### config.mk
export PLATFORM = sky130hd
export DESIGN_NAME = fxd_div_unit
export DESIGN_NICKNAME = d
export VERILOG_FILES = /design/src/rtl/fxd_flow_pkg.sv /design/src/rtl/fxd_num_pkg.sv /design/src/rtl/fxd_credit_fifo.sv /design/src/rtl/fxd_credit_sender.sv /design/src/rtl/fxd_div_unit.sv /design/src/rtl/fxd_serial_divider.sv
export VERILOG_INCLUDE_DIRS = /design/src /design/src/rtl
export SDC_FILE = /design/constraint.sdc
export NUM_CORES = 1
export LEC_CHECK = 0
export BUFFER_PORTS_ARGS = -buffer_cell sky130_fd_sc_hd__buf_2
export CAP_MARGIN = 25
export CORE_ASPECT_RATIO = 0.8
export CORE_MARGIN = 2
export CORE_UTILIZATION = 55
export DETAILED_ROUTE_END_ITERATION = 10
export PLACE_DENSITY = 0.82
export SLEW_MARGIN = 30
export SYNTH_ARGS = -nofsm -noshare
export SYNTH_HDL_FRONTEND = slang
export SYNTH_SLANG_ARGS = --single-unit
### constraint.sdc
create_clock -name clk_i -period 3.6 [get_ports clk_i]
set_clock_uncertainty 0.2 [all_clocks]
set_input_delay 0.72 -clock clk_i [delete_from_list [all_inputs] [get_ports clk_i]]
set_output_delay 0.72 -clock clk_i [all_outputs]
set_load 0.05 [all_outputs]
### src/rtl/fxd_config.svh
////////////////////
// Division unit configuration
// Word format and queue sizing
////////////////////
`ifndef FXD_CONFIG_SVH
`define FXD_CONFIG_SVH

`default_nettype none

// Sign-magnitude word: 1 sign bit, rest magnitude
`define FXD_WIDTH 32
// Fraction bits inside the magnitude
`define FXD_FRAC 15

// Request queue depth, also the requester's credits after reset
`define FXD_REQ_DEPTH 4
// Response queue depth
`define FXD_RSP_DEPTH 4
// Upper bound on credits the consumer may hand out
`define FXD_RSP_CREDITS 4

`default_nettype wire

`endif

### src/rtl/fxd_flow_pkg.sv
////////////////////
// Flow control types
////////////////////
`include "fxd_config.svh"

`default_nettype none

package fxd_flow_pkg;

  // Counter must reach FXD_RSP_CREDITS itself, hence the +1
  localparam int CREDIT_W = $clog2(`FXD_RSP_CREDITS + 1);

  // Deepest queue in the unit sets the fill level width
  localparam int MAX_DEPTH = (`FXD_REQ_DEPTH > `FXD_RSP_DEPTH) ?
                             `FXD_REQ_DEPTH : `FXD_RSP_DEPTH;
  // Level runs from 0 up to and including the depth
  localparam int OCC_W = $clog2(MAX_DEPTH + 1);

  // Consumer credits held by the sender
  typedef logic [CREDIT_W-1:0] credit_cnt_t;

  // Queue occupancy
  typedef logic [OCC_W-1:0] occupancy_t;

endpackage

`default_nettype wire

### src/rtl/fxd_num_pkg.sv
////////////////////
// Number format types
////////////////////
`include "fxd_config.svh"

`default_nettype none

package fxd_num_pkg;

  // One fixed-point word, sign on top
  // Magnitude carries FXD_FRAC fraction bits at the bottom
  typedef struct packed {
    logic                  sign;
    logic [`FXD_WIDTH-2:0] mag;
  } fx_word_t;

  // Request queue payload
  typedef struct packed {
    fx_word_t dividend;
    fx_word_t divisor;
  } div_req_t;

  // Response queue payload
  typedef struct packed {
    fx_word_t quotient;
    logic     overflow;
  } div_rsp_t;

endpackage

`default_nettype wire

### src/rtl/fxd_credit_fifo.sv
////////////////////
// Credit queue FIFO
// Circular buffer with a generic payload type
////////////////////
`timescale 1ns/1ps
`default_nettype none

module fxd_credit_fifo #(
  parameter type T     = logic,
  parameter int  DEPTH = 4
) (
  input  wire logic               clk_i,
  input  wire logic               rst_n_i,
  input  wire logic               push_i,
  input  wire T                   push_data_i,
  input  wire logic               pop_i,
  output T                        pop_data_o,
  output logic                    empty_o,
  output logic                    full_o,
  output fxd_flow_pkg::occupancy_t level_o
);

  localparam int PTR_W = (DEPTH > 1) ? $clog2(DEPTH) : 1;

  // Storage, payload only
  T mem_q [DEPTH];

  logic [PTR_W-1:0]         wr_ptr_q;
  logic [PTR_W-1:0]         rd_ptr_q;
  fxd_flow_pkg::occupancy_t level_q;

  // Head entry is always visible
  assign pop_data_o = mem_q[rd_ptr_q];
  assign empty_o    = (level_q == '0);
  assign full_o     = (level_q == fxd_flow_pkg::occupancy_t'(DEPTH));
  assign level_o    = level_q;

  always_ff @(posedge clk_i) begin
    if (push_i) begin
      mem_q[wr_ptr_q] <= push_data_i;
    end
  end

  // Pointers wrap at DEPTH, which need not be a power of two
  always_ff @(posedge clk_i) begin
    if (!rst_n_i) begin
      wr_ptr_q <= '0;
      rd_ptr_q <= '0;
      level_q  <= '0;
    end else begin
      if (push_i) begin
        wr_ptr_q <= (wr_ptr_q == PTR_W'(DEPTH - 1)) ? '0 : wr_ptr_q + 1'b1;
      end
      if (pop_i) begin
        rd_ptr_q <= (rd_ptr_q == PTR_W'(DEPTH - 1)) ? '0 : rd_ptr_q + 1'b1;
      end
      // Simultaneous push and pop leave the level alone
      case ({push_i, pop_i})
        2'b10:   level_q <= level_q + 1'b1;
        2'b01:   level_q <= level_q - 1'b1;
        default: level_q <= level_q;
      endcase
    end
  end

  // Upstream must hold a credit for every push
  a_no_push_full : assert property (@(posedge clk_i) disable iff (!rst_n_i)
    push_i |-> !full_o);

  // Downstream pops only a present head
  a_no_pop_empty : assert property (@(posedge clk_i) disable iff (!rst_n_i)
    pop_i |-> !empty_o);

endmodule

`default_nettype wire

### src/rtl/fxd_credit_sender.sv
////////////////////
// Response credit sender
////////////////////
`include "fxd_config.svh"

`timescale 1ns/1ps
`default_nettype none

module fxd_credit_sender (
  input  wire logic clk_i,
  input  wire logic rst_n_i,
  input  wire logic credit_i,
  input  wire logic avail_i,
  output logic      send_o
);

  // Slots the consumer has granted and not yet received
  fxd_flow_pkg::credit_cnt_t cnt_q;

  // Send whenever a result waits and a credit is held
  assign send_o = (cnt_q != '0) && avail_i;

  always_ff @(posedge clk_i) begin
    if (!rst_n_i) begin
      cnt_q <= '0;
    end else begin
      // Grant and send in one cycle cancel out
      case ({credit_i, send_o})
        2'b10:   cnt_q <= cnt_q + 1'b1;
        2'b01:   cnt_q <= cnt_q - 1'b1;
        default: cnt_q <= cnt_q;
      endcase
    end
  end

  // Consumer never grants beyond its own capacity
  a_credit_max : assert property (@(posedge clk_i) disable iff (!rst_n_i)
    cnt_q <= fxd_flow_pkg::credit_cnt_t'(`FXD_RSP_CREDITS));

endmodule

`default_nettype wire

### src/rtl/fxd_div_unit.sv
////////////////////
// Queued division unit
// Credit-controlled request and response paths
////////////////////
`include "fxd_config.svh"

`timescale 1ns/1ps
`default_nettype none

module fxd_div_unit (
  input  wire logic                 clk_i,
  input  wire logic                 rst_n_i,
  input  wire logic                 req_valid_i,
  input  wire fxd_num_pkg::fx_word_t req_dividend_i,
  input  wire fxd_num_pkg::fx_word_t req_divisor_i,
  input  wire logic                 rsp_credit_i,
  output logic                      req_credit_o,
  output logic                      rsp_valid_o,
  output fxd_num_pkg::fx_word_t     rsp_quotient_o,
  output logic                      rsp_overflow_o
);

  fxd_num_pkg::div_req_t    req_push_data;
  fxd_num_pkg::div_req_t    req_head;
  logic                     req_empty;
  fxd_num_pkg::div_rsp_t    rsp_push_data;
  fxd_num_pkg::div_rsp_t    rsp_head;
  logic                     rsp_empty;
  fxd_flow_pkg::occupancy_t rsp_level;
  logic                     div_start;
  logic                     div_busy;
  logic                     div_done;
  fxd_num_pkg::fx_word_t    div_quotient;
  logic                     div_overflow;
  logic                     rsp_send;

  assign req_push_data = '{dividend: req_dividend_i, divisor: req_divisor_i};
  assign rsp_push_data = '{quotient: div_quotient, overflow: div_overflow};

  // Start needs a free response slot
  // A result being pushed this cycle already holds one
  assign div_start = !div_busy && !req_empty &&
                     ((rsp_level + fxd_flow_pkg::occupancy_t'(div_done)) <
                      fxd_flow_pkg::occupancy_t'(`FXD_RSP_DEPTH));

  // Leaving the request queue returns the requester's credit
  assign req_credit_o   = div_start;
  assign rsp_valid_o    = rsp_send;
  assign rsp_quotient_o = rsp_head.quotient;
  assign rsp_overflow_o = rsp_head.overflow;

  fxd_credit_fifo #(.T(fxd_num_pkg::div_req_t), .DEPTH(`FXD_REQ_DEPTH)) i_req_fifo (
    .clk_i, .rst_n_i,
    .push_i (req_valid_i), .push_data_i (req_push_data), .pop_i (div_start),
    .pop_data_o (req_head), .empty_o (req_empty), .full_o (), .level_o ()
  );

  fxd_serial_divider i_divider (
    .clk_i, .rst_n_i,
    .start_i (div_start), .dividend_i (req_head.dividend), .divisor_i (req_head.divisor),
    .busy_o (div_busy), .done_o (div_done),
    .quotient_o (div_quotient), .overflow_o (div_overflow)
  );

  fxd_credit_fifo #(.T(fxd_num_pkg::div_rsp_t), .DEPTH(`FXD_RSP_DEPTH)) i_rsp_fifo (
    .clk_i, .rst_n_i,
    .push_i (div_done), .push_data_i (rsp_push_data), .pop_i (rsp_send),
    .pop_data_o (rsp_head), .empty_o (rsp_empty), .full_o (), .level_o (rsp_level)
  );

  // Sender pops the response queue as it sends
  fxd_credit_sender i_sender (
    .clk_i, .rst_n_i,
    .credit_i (rsp_credit_i), .avail_i (!rsp_empty), .send_o (rsp_send)
  );

endmodule

`default_nettype wire

### src/rtl/fxd_serial_divider.sv
////////////////////
// Serial fixed-point divider
// One quotient bit per clock, sign-magnitude
////////////////////
`include "fxd_config.svh"

`timescale 1ns/1ps
`default_nettype none

module fxd_serial_divider (
  input  wire logic                 clk_i,
  input  wire logic                 rst_n_i,
  input  wire logic                 start_i,
  input  wire fxd_num_pkg::fx_word_t dividend_i,
  input  wire fxd_num_pkg::fx_word_t divisor_i,
  output logic                      busy_o,
  output logic                      done_o,
  output fxd_num_pkg::fx_word_t     quotient_o,
  output logic                      overflow_o
);

  // Magnitude width
  localparam int MAG_W = `FXD_WIDTH - 1;
  // Partial remainder, dividend magnitude shifted up by the fraction
  localparam int REM_W = MAG_W + `FXD_FRAC;
  // Divisor starts left-aligned one step below the top
  localparam int DVS_W = MAG_W + REM_W - 1;
  // Full quotient, top bit only set by a zero divisor
  localparam int QUO_W = REM_W + 1;
  localparam int CNT_W = $clog2(REM_W);

  logic             busy_q;
  logic             done_q;
  logic [CNT_W-1:0] cnt_q;
  logic             sign_q;
  logic [REM_W-1:0] rem_q;
  logic [DVS_W-1:0] dvs_q;
  logic [QUO_W-1:0] quo_q;

  fxd_num_pkg::fx_word_t quotient_q;
  logic                  overflow_q;

  logic             load;
  logic             last_iter;
  logic [DVS_W-1:0] rem_ext;
  logic             rem_ge;
  logic [REM_W-1:0] rem_diff;
  logic [QUO_W-1:0] quo_next;

  assign load      = !busy_q && start_i;
  assign last_iter = busy_q && (cnt_q == '0);

  // Compare and subtract step
  always_comb begin
    rem_ext  = {{(DVS_W - REM_W){1'b0}}, rem_q};
    rem_ge   = (rem_ext >= dvs_q);
    // Difference always fits when rem_ge holds
    rem_diff = REM_W'(rem_ext - dvs_q);
    quo_next = {quo_q[QUO_W-2:0], rem_ge};
  end

  always_ff @(posedge clk_i) begin
    if (!rst_n_i) begin
      busy_q <= 1'b0;
      done_q <= 1'b0;
      cnt_q  <= '0;
    end else begin
      done_q <= 1'b0;
      if (load) begin
        busy_q <= 1'b1;
        cnt_q  <= CNT_W'(REM_W - 1);
      end else if (last_iter) begin
        // Idle again in the cycle done_o is high
        busy_q <= 1'b0;
        done_q <= 1'b1;
      end else if (busy_q) begin
        cnt_q <= cnt_q - 1'b1;
      end
    end
  end

  always_ff @(posedge clk_i) begin
    if (load) begin
      sign_q <= dividend_i.sign ^ divisor_i.sign;
      rem_q  <= {dividend_i.mag, {`FXD_FRAC{1'b0}}};
      dvs_q  <= {divisor_i.mag, {(REM_W - 1){1'b0}}};
      // Topmost step folded into the load
      // It only fires for a zero divisor
      quo_q  <= {{(QUO_W - 1){1'b0}}, (divisor_i.mag == '0)};
    end else if (busy_q) begin
      dvs_q <= dvs_q >> 1;
      quo_q <= quo_next;
      if (rem_ge) begin
        rem_q <= rem_diff;
      end
      if (last_iter) begin
        // Sign kept even for a zero magnitude
        quotient_q <= '{sign: sign_q, mag: quo_next[MAG_W-1:0]};
        overflow_q <= |quo_next[QUO_W-1:MAG_W];
      end
    end
  end

  assign busy_o     = busy_q;
  assign done_o     = done_q;
  assign quotient_o = quotient_q;
  assign overflow_o = overflow_q;

  // Top level must wait for idle before starting
  a_no_start_busy : assert property (@(posedge clk_i) disable iff (!rst_n_i)
    start_i |-> !busy_o);

endmodule

`default_nettype wire

==> flow_metrics.env <==
export IMPL_synthXorXnorAreaFrac=0.0184
export IMPL_seq_area_frac_synth=0.673
export IMPL_hold_viol=0
export IMPL_drv_cap=0
export IMPL_tritoncts="built"
export IMPL_p_per_area_mw_per_mm2=761
export IMPL_ys_flop_type="edfxtp_1"
export IMPL_fin_area_sq_mm=0.0290
export IMPL_drive_above_1_share=0.191
export IMPL_dieWidth_microns=245
export IMPL_synth_seq_cells=619
export IMPL_num_vias=14600
export IMPL_syn_inst=1696
export IMPL_postRouteAntennaNets=0
export IMPL_endpoint_kind="flip-flop"
export IMPL_initial_core_util=0.559
export IMPL_viasPerCell=5.86
export IMPL_finalCriticalPeriod_ns=3.48
export IMPL_criticalPathCategory="reg2reg"
export IMPL_grt_pass1_vias=14800
export IMPL_cp_data_arrival_time_ns=3.64
export IMPL_nets=1956
export IMPL_synth_compound_area_frac=0.0654
export IMPL_synth_cell_types=67
export IMPL_synth_edf_count=485
export IMPL_slew_viol_final=0
export IMPL_synthMuxAreaShare=0.121
export IMPL_hold_buffers=0
export IMPL_die_area_sq_mm=0.0484
export IMPL_fin_util=0.632
export IMPL_grt_util_all_layers=0.211
export IMPL_dp_hpwl_mm=31.6
export IMPL_finalCritPeriodShare=0.965
export IMPL_grt_pass1_wl_mm=80.0
export IMPL_drt_iter0_markers=1195
export IMPL_async_flop_share=0
export IMPL_fmax_ghz=0.288
export IMPL_ys_warn_count=0
export IMPL_io_pins=103
export IMPL_hold_class="in2reg"
export IMPL_path_max_fanout=5
export IMPL_clockBufferDepth=3
export IMPL_fp_coreArea_sq_mm=0.0459
export IMPL_peakVddDrop_v=0.000740
export IMPL_gp_congestion=0.901
export IMPL_leakagePower_nw=9.96
export IMPL_areaGrowthSynthToFinish_pct=13.1
export IMPL_wl_mm=50.2
export IMPL_clock_latency_ns=0.64
export IMPL_drc=0
export IMPL_reg2reg_depth=14
export IMPL_syn_area_sq_mm=0.0256
export IMPL_yosysMostFrequentCell="edfxtp_1"
export IMPL_power_w=0.0221
export IMPL_yosys_area_share_simple=0.0658
export IMPL_die_h_microns=197
export IMPL_gr_total_overflow=0
export IMPL_syn_nets=1828
export IMPL_synth_top_cells_by_area="edfxtp_1 (57%), dfxtp_1 (10%), mux4_2 (8.4%)"
export IMPL_hold_depth=1
export IMPL_clock_sinks=619
export IMPL_grt_antenna_before_repair=7
export IMPL_maxSlewHeadroom=0.488
export IMPL_synth_top_family_by_area="multiplexers"
export IMPL_required_ns=3.77
export IMPL_htree_levels=2
export IMPL_worst_pin_slew_ns=0.767
export IMPL_grt_max_degree=151
export IMPL_setup_viol=0
export IMPL_synth_top_cell_by_area="edfxtp_1"
export IMPL_cp_start_kind="flip-flop"
export IMPL_status="complete, no violations"
export IMPL_fillerInstances=3214
export IMPL_placed_cell_area_sq_mm=0.0271
export IMPL_syn_avg_cell_area_sq_um=15.1
export IMPL_dr_pass1_iters=5
export IMPL_numCtsBuffers=57
export IMPL_clk_pin_slew_ns=0.07
export IMPL_port_buffers=102
export IMPL_synthAdderAreaFrac=0.0324
export IMPL_root_buffer="clkbuf_16"
export IMPL_wl_per_cell_microns=20.2
export IMPL_floorplan_rows=70
export IMPL_synth_common_cells="edfxtp_1 (485), dfxtp_1 (134), nor2_1 (126)"
export IMPL_yosysTopAreaCellShare=0.568
metal layers:
layer  vias to the layer above  GRT usage  share of wire
met5                         -          0         0.0011
met3                        71     0.0429          0.070
met4                         8     0.0568          0.017
li1                       6743          -              -
met2                       469      0.341           0.48
met1                      7294      0.295           0.44
sequential cells by signal, summed over array words and instances (netlist names), 3 cells and up, named ones only:
signal,cells
i_divider.cnt_q,6
i_divider.dvs_q,76
i_divider.quo_q,46
i_divider.quotient_o,32
i_divider.rem_q,46
i_req_fifo.level_o,3
i_req_fifo.mem_q,256
i_rsp_fifo.level_o,3
i_rsp_fifo.mem_q,132
i_sender.cnt_q,3
power breakdown:
part	switching (W)	internal, W	total (W)
sequential	0.000622	0.00883	0.00946
combinational	0.00407	0.00270	0.00677
clock	0.00261	0.00324	0.00585
total	0.00730	0.0148	0.0221
final timing paths:
check / slack, ns / startpoint / endpoint
worst max-delay path: 0.12 / i_divider.rem_q[0] / i_divider.rem_q[42]
worst min-delay path: 0.1 / req_divisor_i[4] / i_req_fifo.mem_q[3][4]
worst max register to register: 0.12 / i_divider.rem_q[0] / i_divider.rem_q[42]
worst min register to register: 0.25 / i_divider.quo_q[29] / i_divider.quotient_o[30]
placed cells by master (no fill, tap or decap), types with 9 or more instances in the layout:
cell       instances
a21oi_1           68
nand4_1           23
xor2_1            24
buf_12            12
nor4_1            24
clkbuf_16         57
o21ai_0           56
nand3_1           24
edfxtp_1         485
ha_1              60
inv_1             77
nor3_1            16
a22o_1            30
xnor2_1           30
buf_2            102
o21bai_1          14
buf_4             32
and2_1            11
mux4_2            96
clkinv_1          10
clkbuf_1          15
mux2i_1           95
nor2b_1            9
nand2_1           90
a21o_1            23
dfxtp_1          130
nor2_1           126
cells by family after synthesis:
group | after synthesis
buffers and inverters | 156
xor gates and xnor gates | 54
and+or+nand+nor | 358
adders and majority gates | 64
DFF | 619
AOI/OAI and AO/OA | 254
muxes | 191
area by class of cell:
class | count | area [sq um] | share of cell area
Multi-Input combinational cell | 921 | 7850 | 0.271
Antenna cell | 3 | 7.51 | 0.000259
Sequential cell | 619 | 17300 | 0.595
Clock inverter | 31 | 284 | 0.00980
Clock buffer | 76 | 1540 | 0.0530
Timing Repair Buffer | 147 | 1000 | 0.0346
Tap cell | 612 | 766 | 0.0264
Inverter | 78 | 295 | 0.0102
through the flow:
stage,TNS [ns],hold slack (ns),cells,worst slack [ns]
global route,-0.131,0.0808,2484,-0.0676
global placement,0,0.215,2372,0.114
detailed placement,0,0.226,2372,0.125
floorplan,0,0.200,1696,0.0971
finish,0,0.0989,2487,0.125
CTS,0,0.0664,2479,0.0955
repair_timing:
| action | 4_1_cts | 5_1_grt |
|---|---|---|
| setup endpoints to repair | 0 | 46 |
| resized for setup | 0 | 15 |
| setup buffers | 0 | 4 |
| endpoints found under the hold margin | 0 | 0 |
critical path, stage by stage (launching register included):
cell	delay, ns
dfxtp_1	0.31
inv_1	0.05
ha_1	0.20
fa_1	0.40
nand2b_4	0.17
a21oi_2	0.19
o21ai_2	0.11
a32oi_4	0.37
a31oi_2	0.22
o31ai_2	0.27
buf_4	0.18
a31o_2	0.18
o221ai_1	0.13
xor2_1	0.15
o21ai_0	0.09
Note: power is estimated with default switching activity, not from simulation.
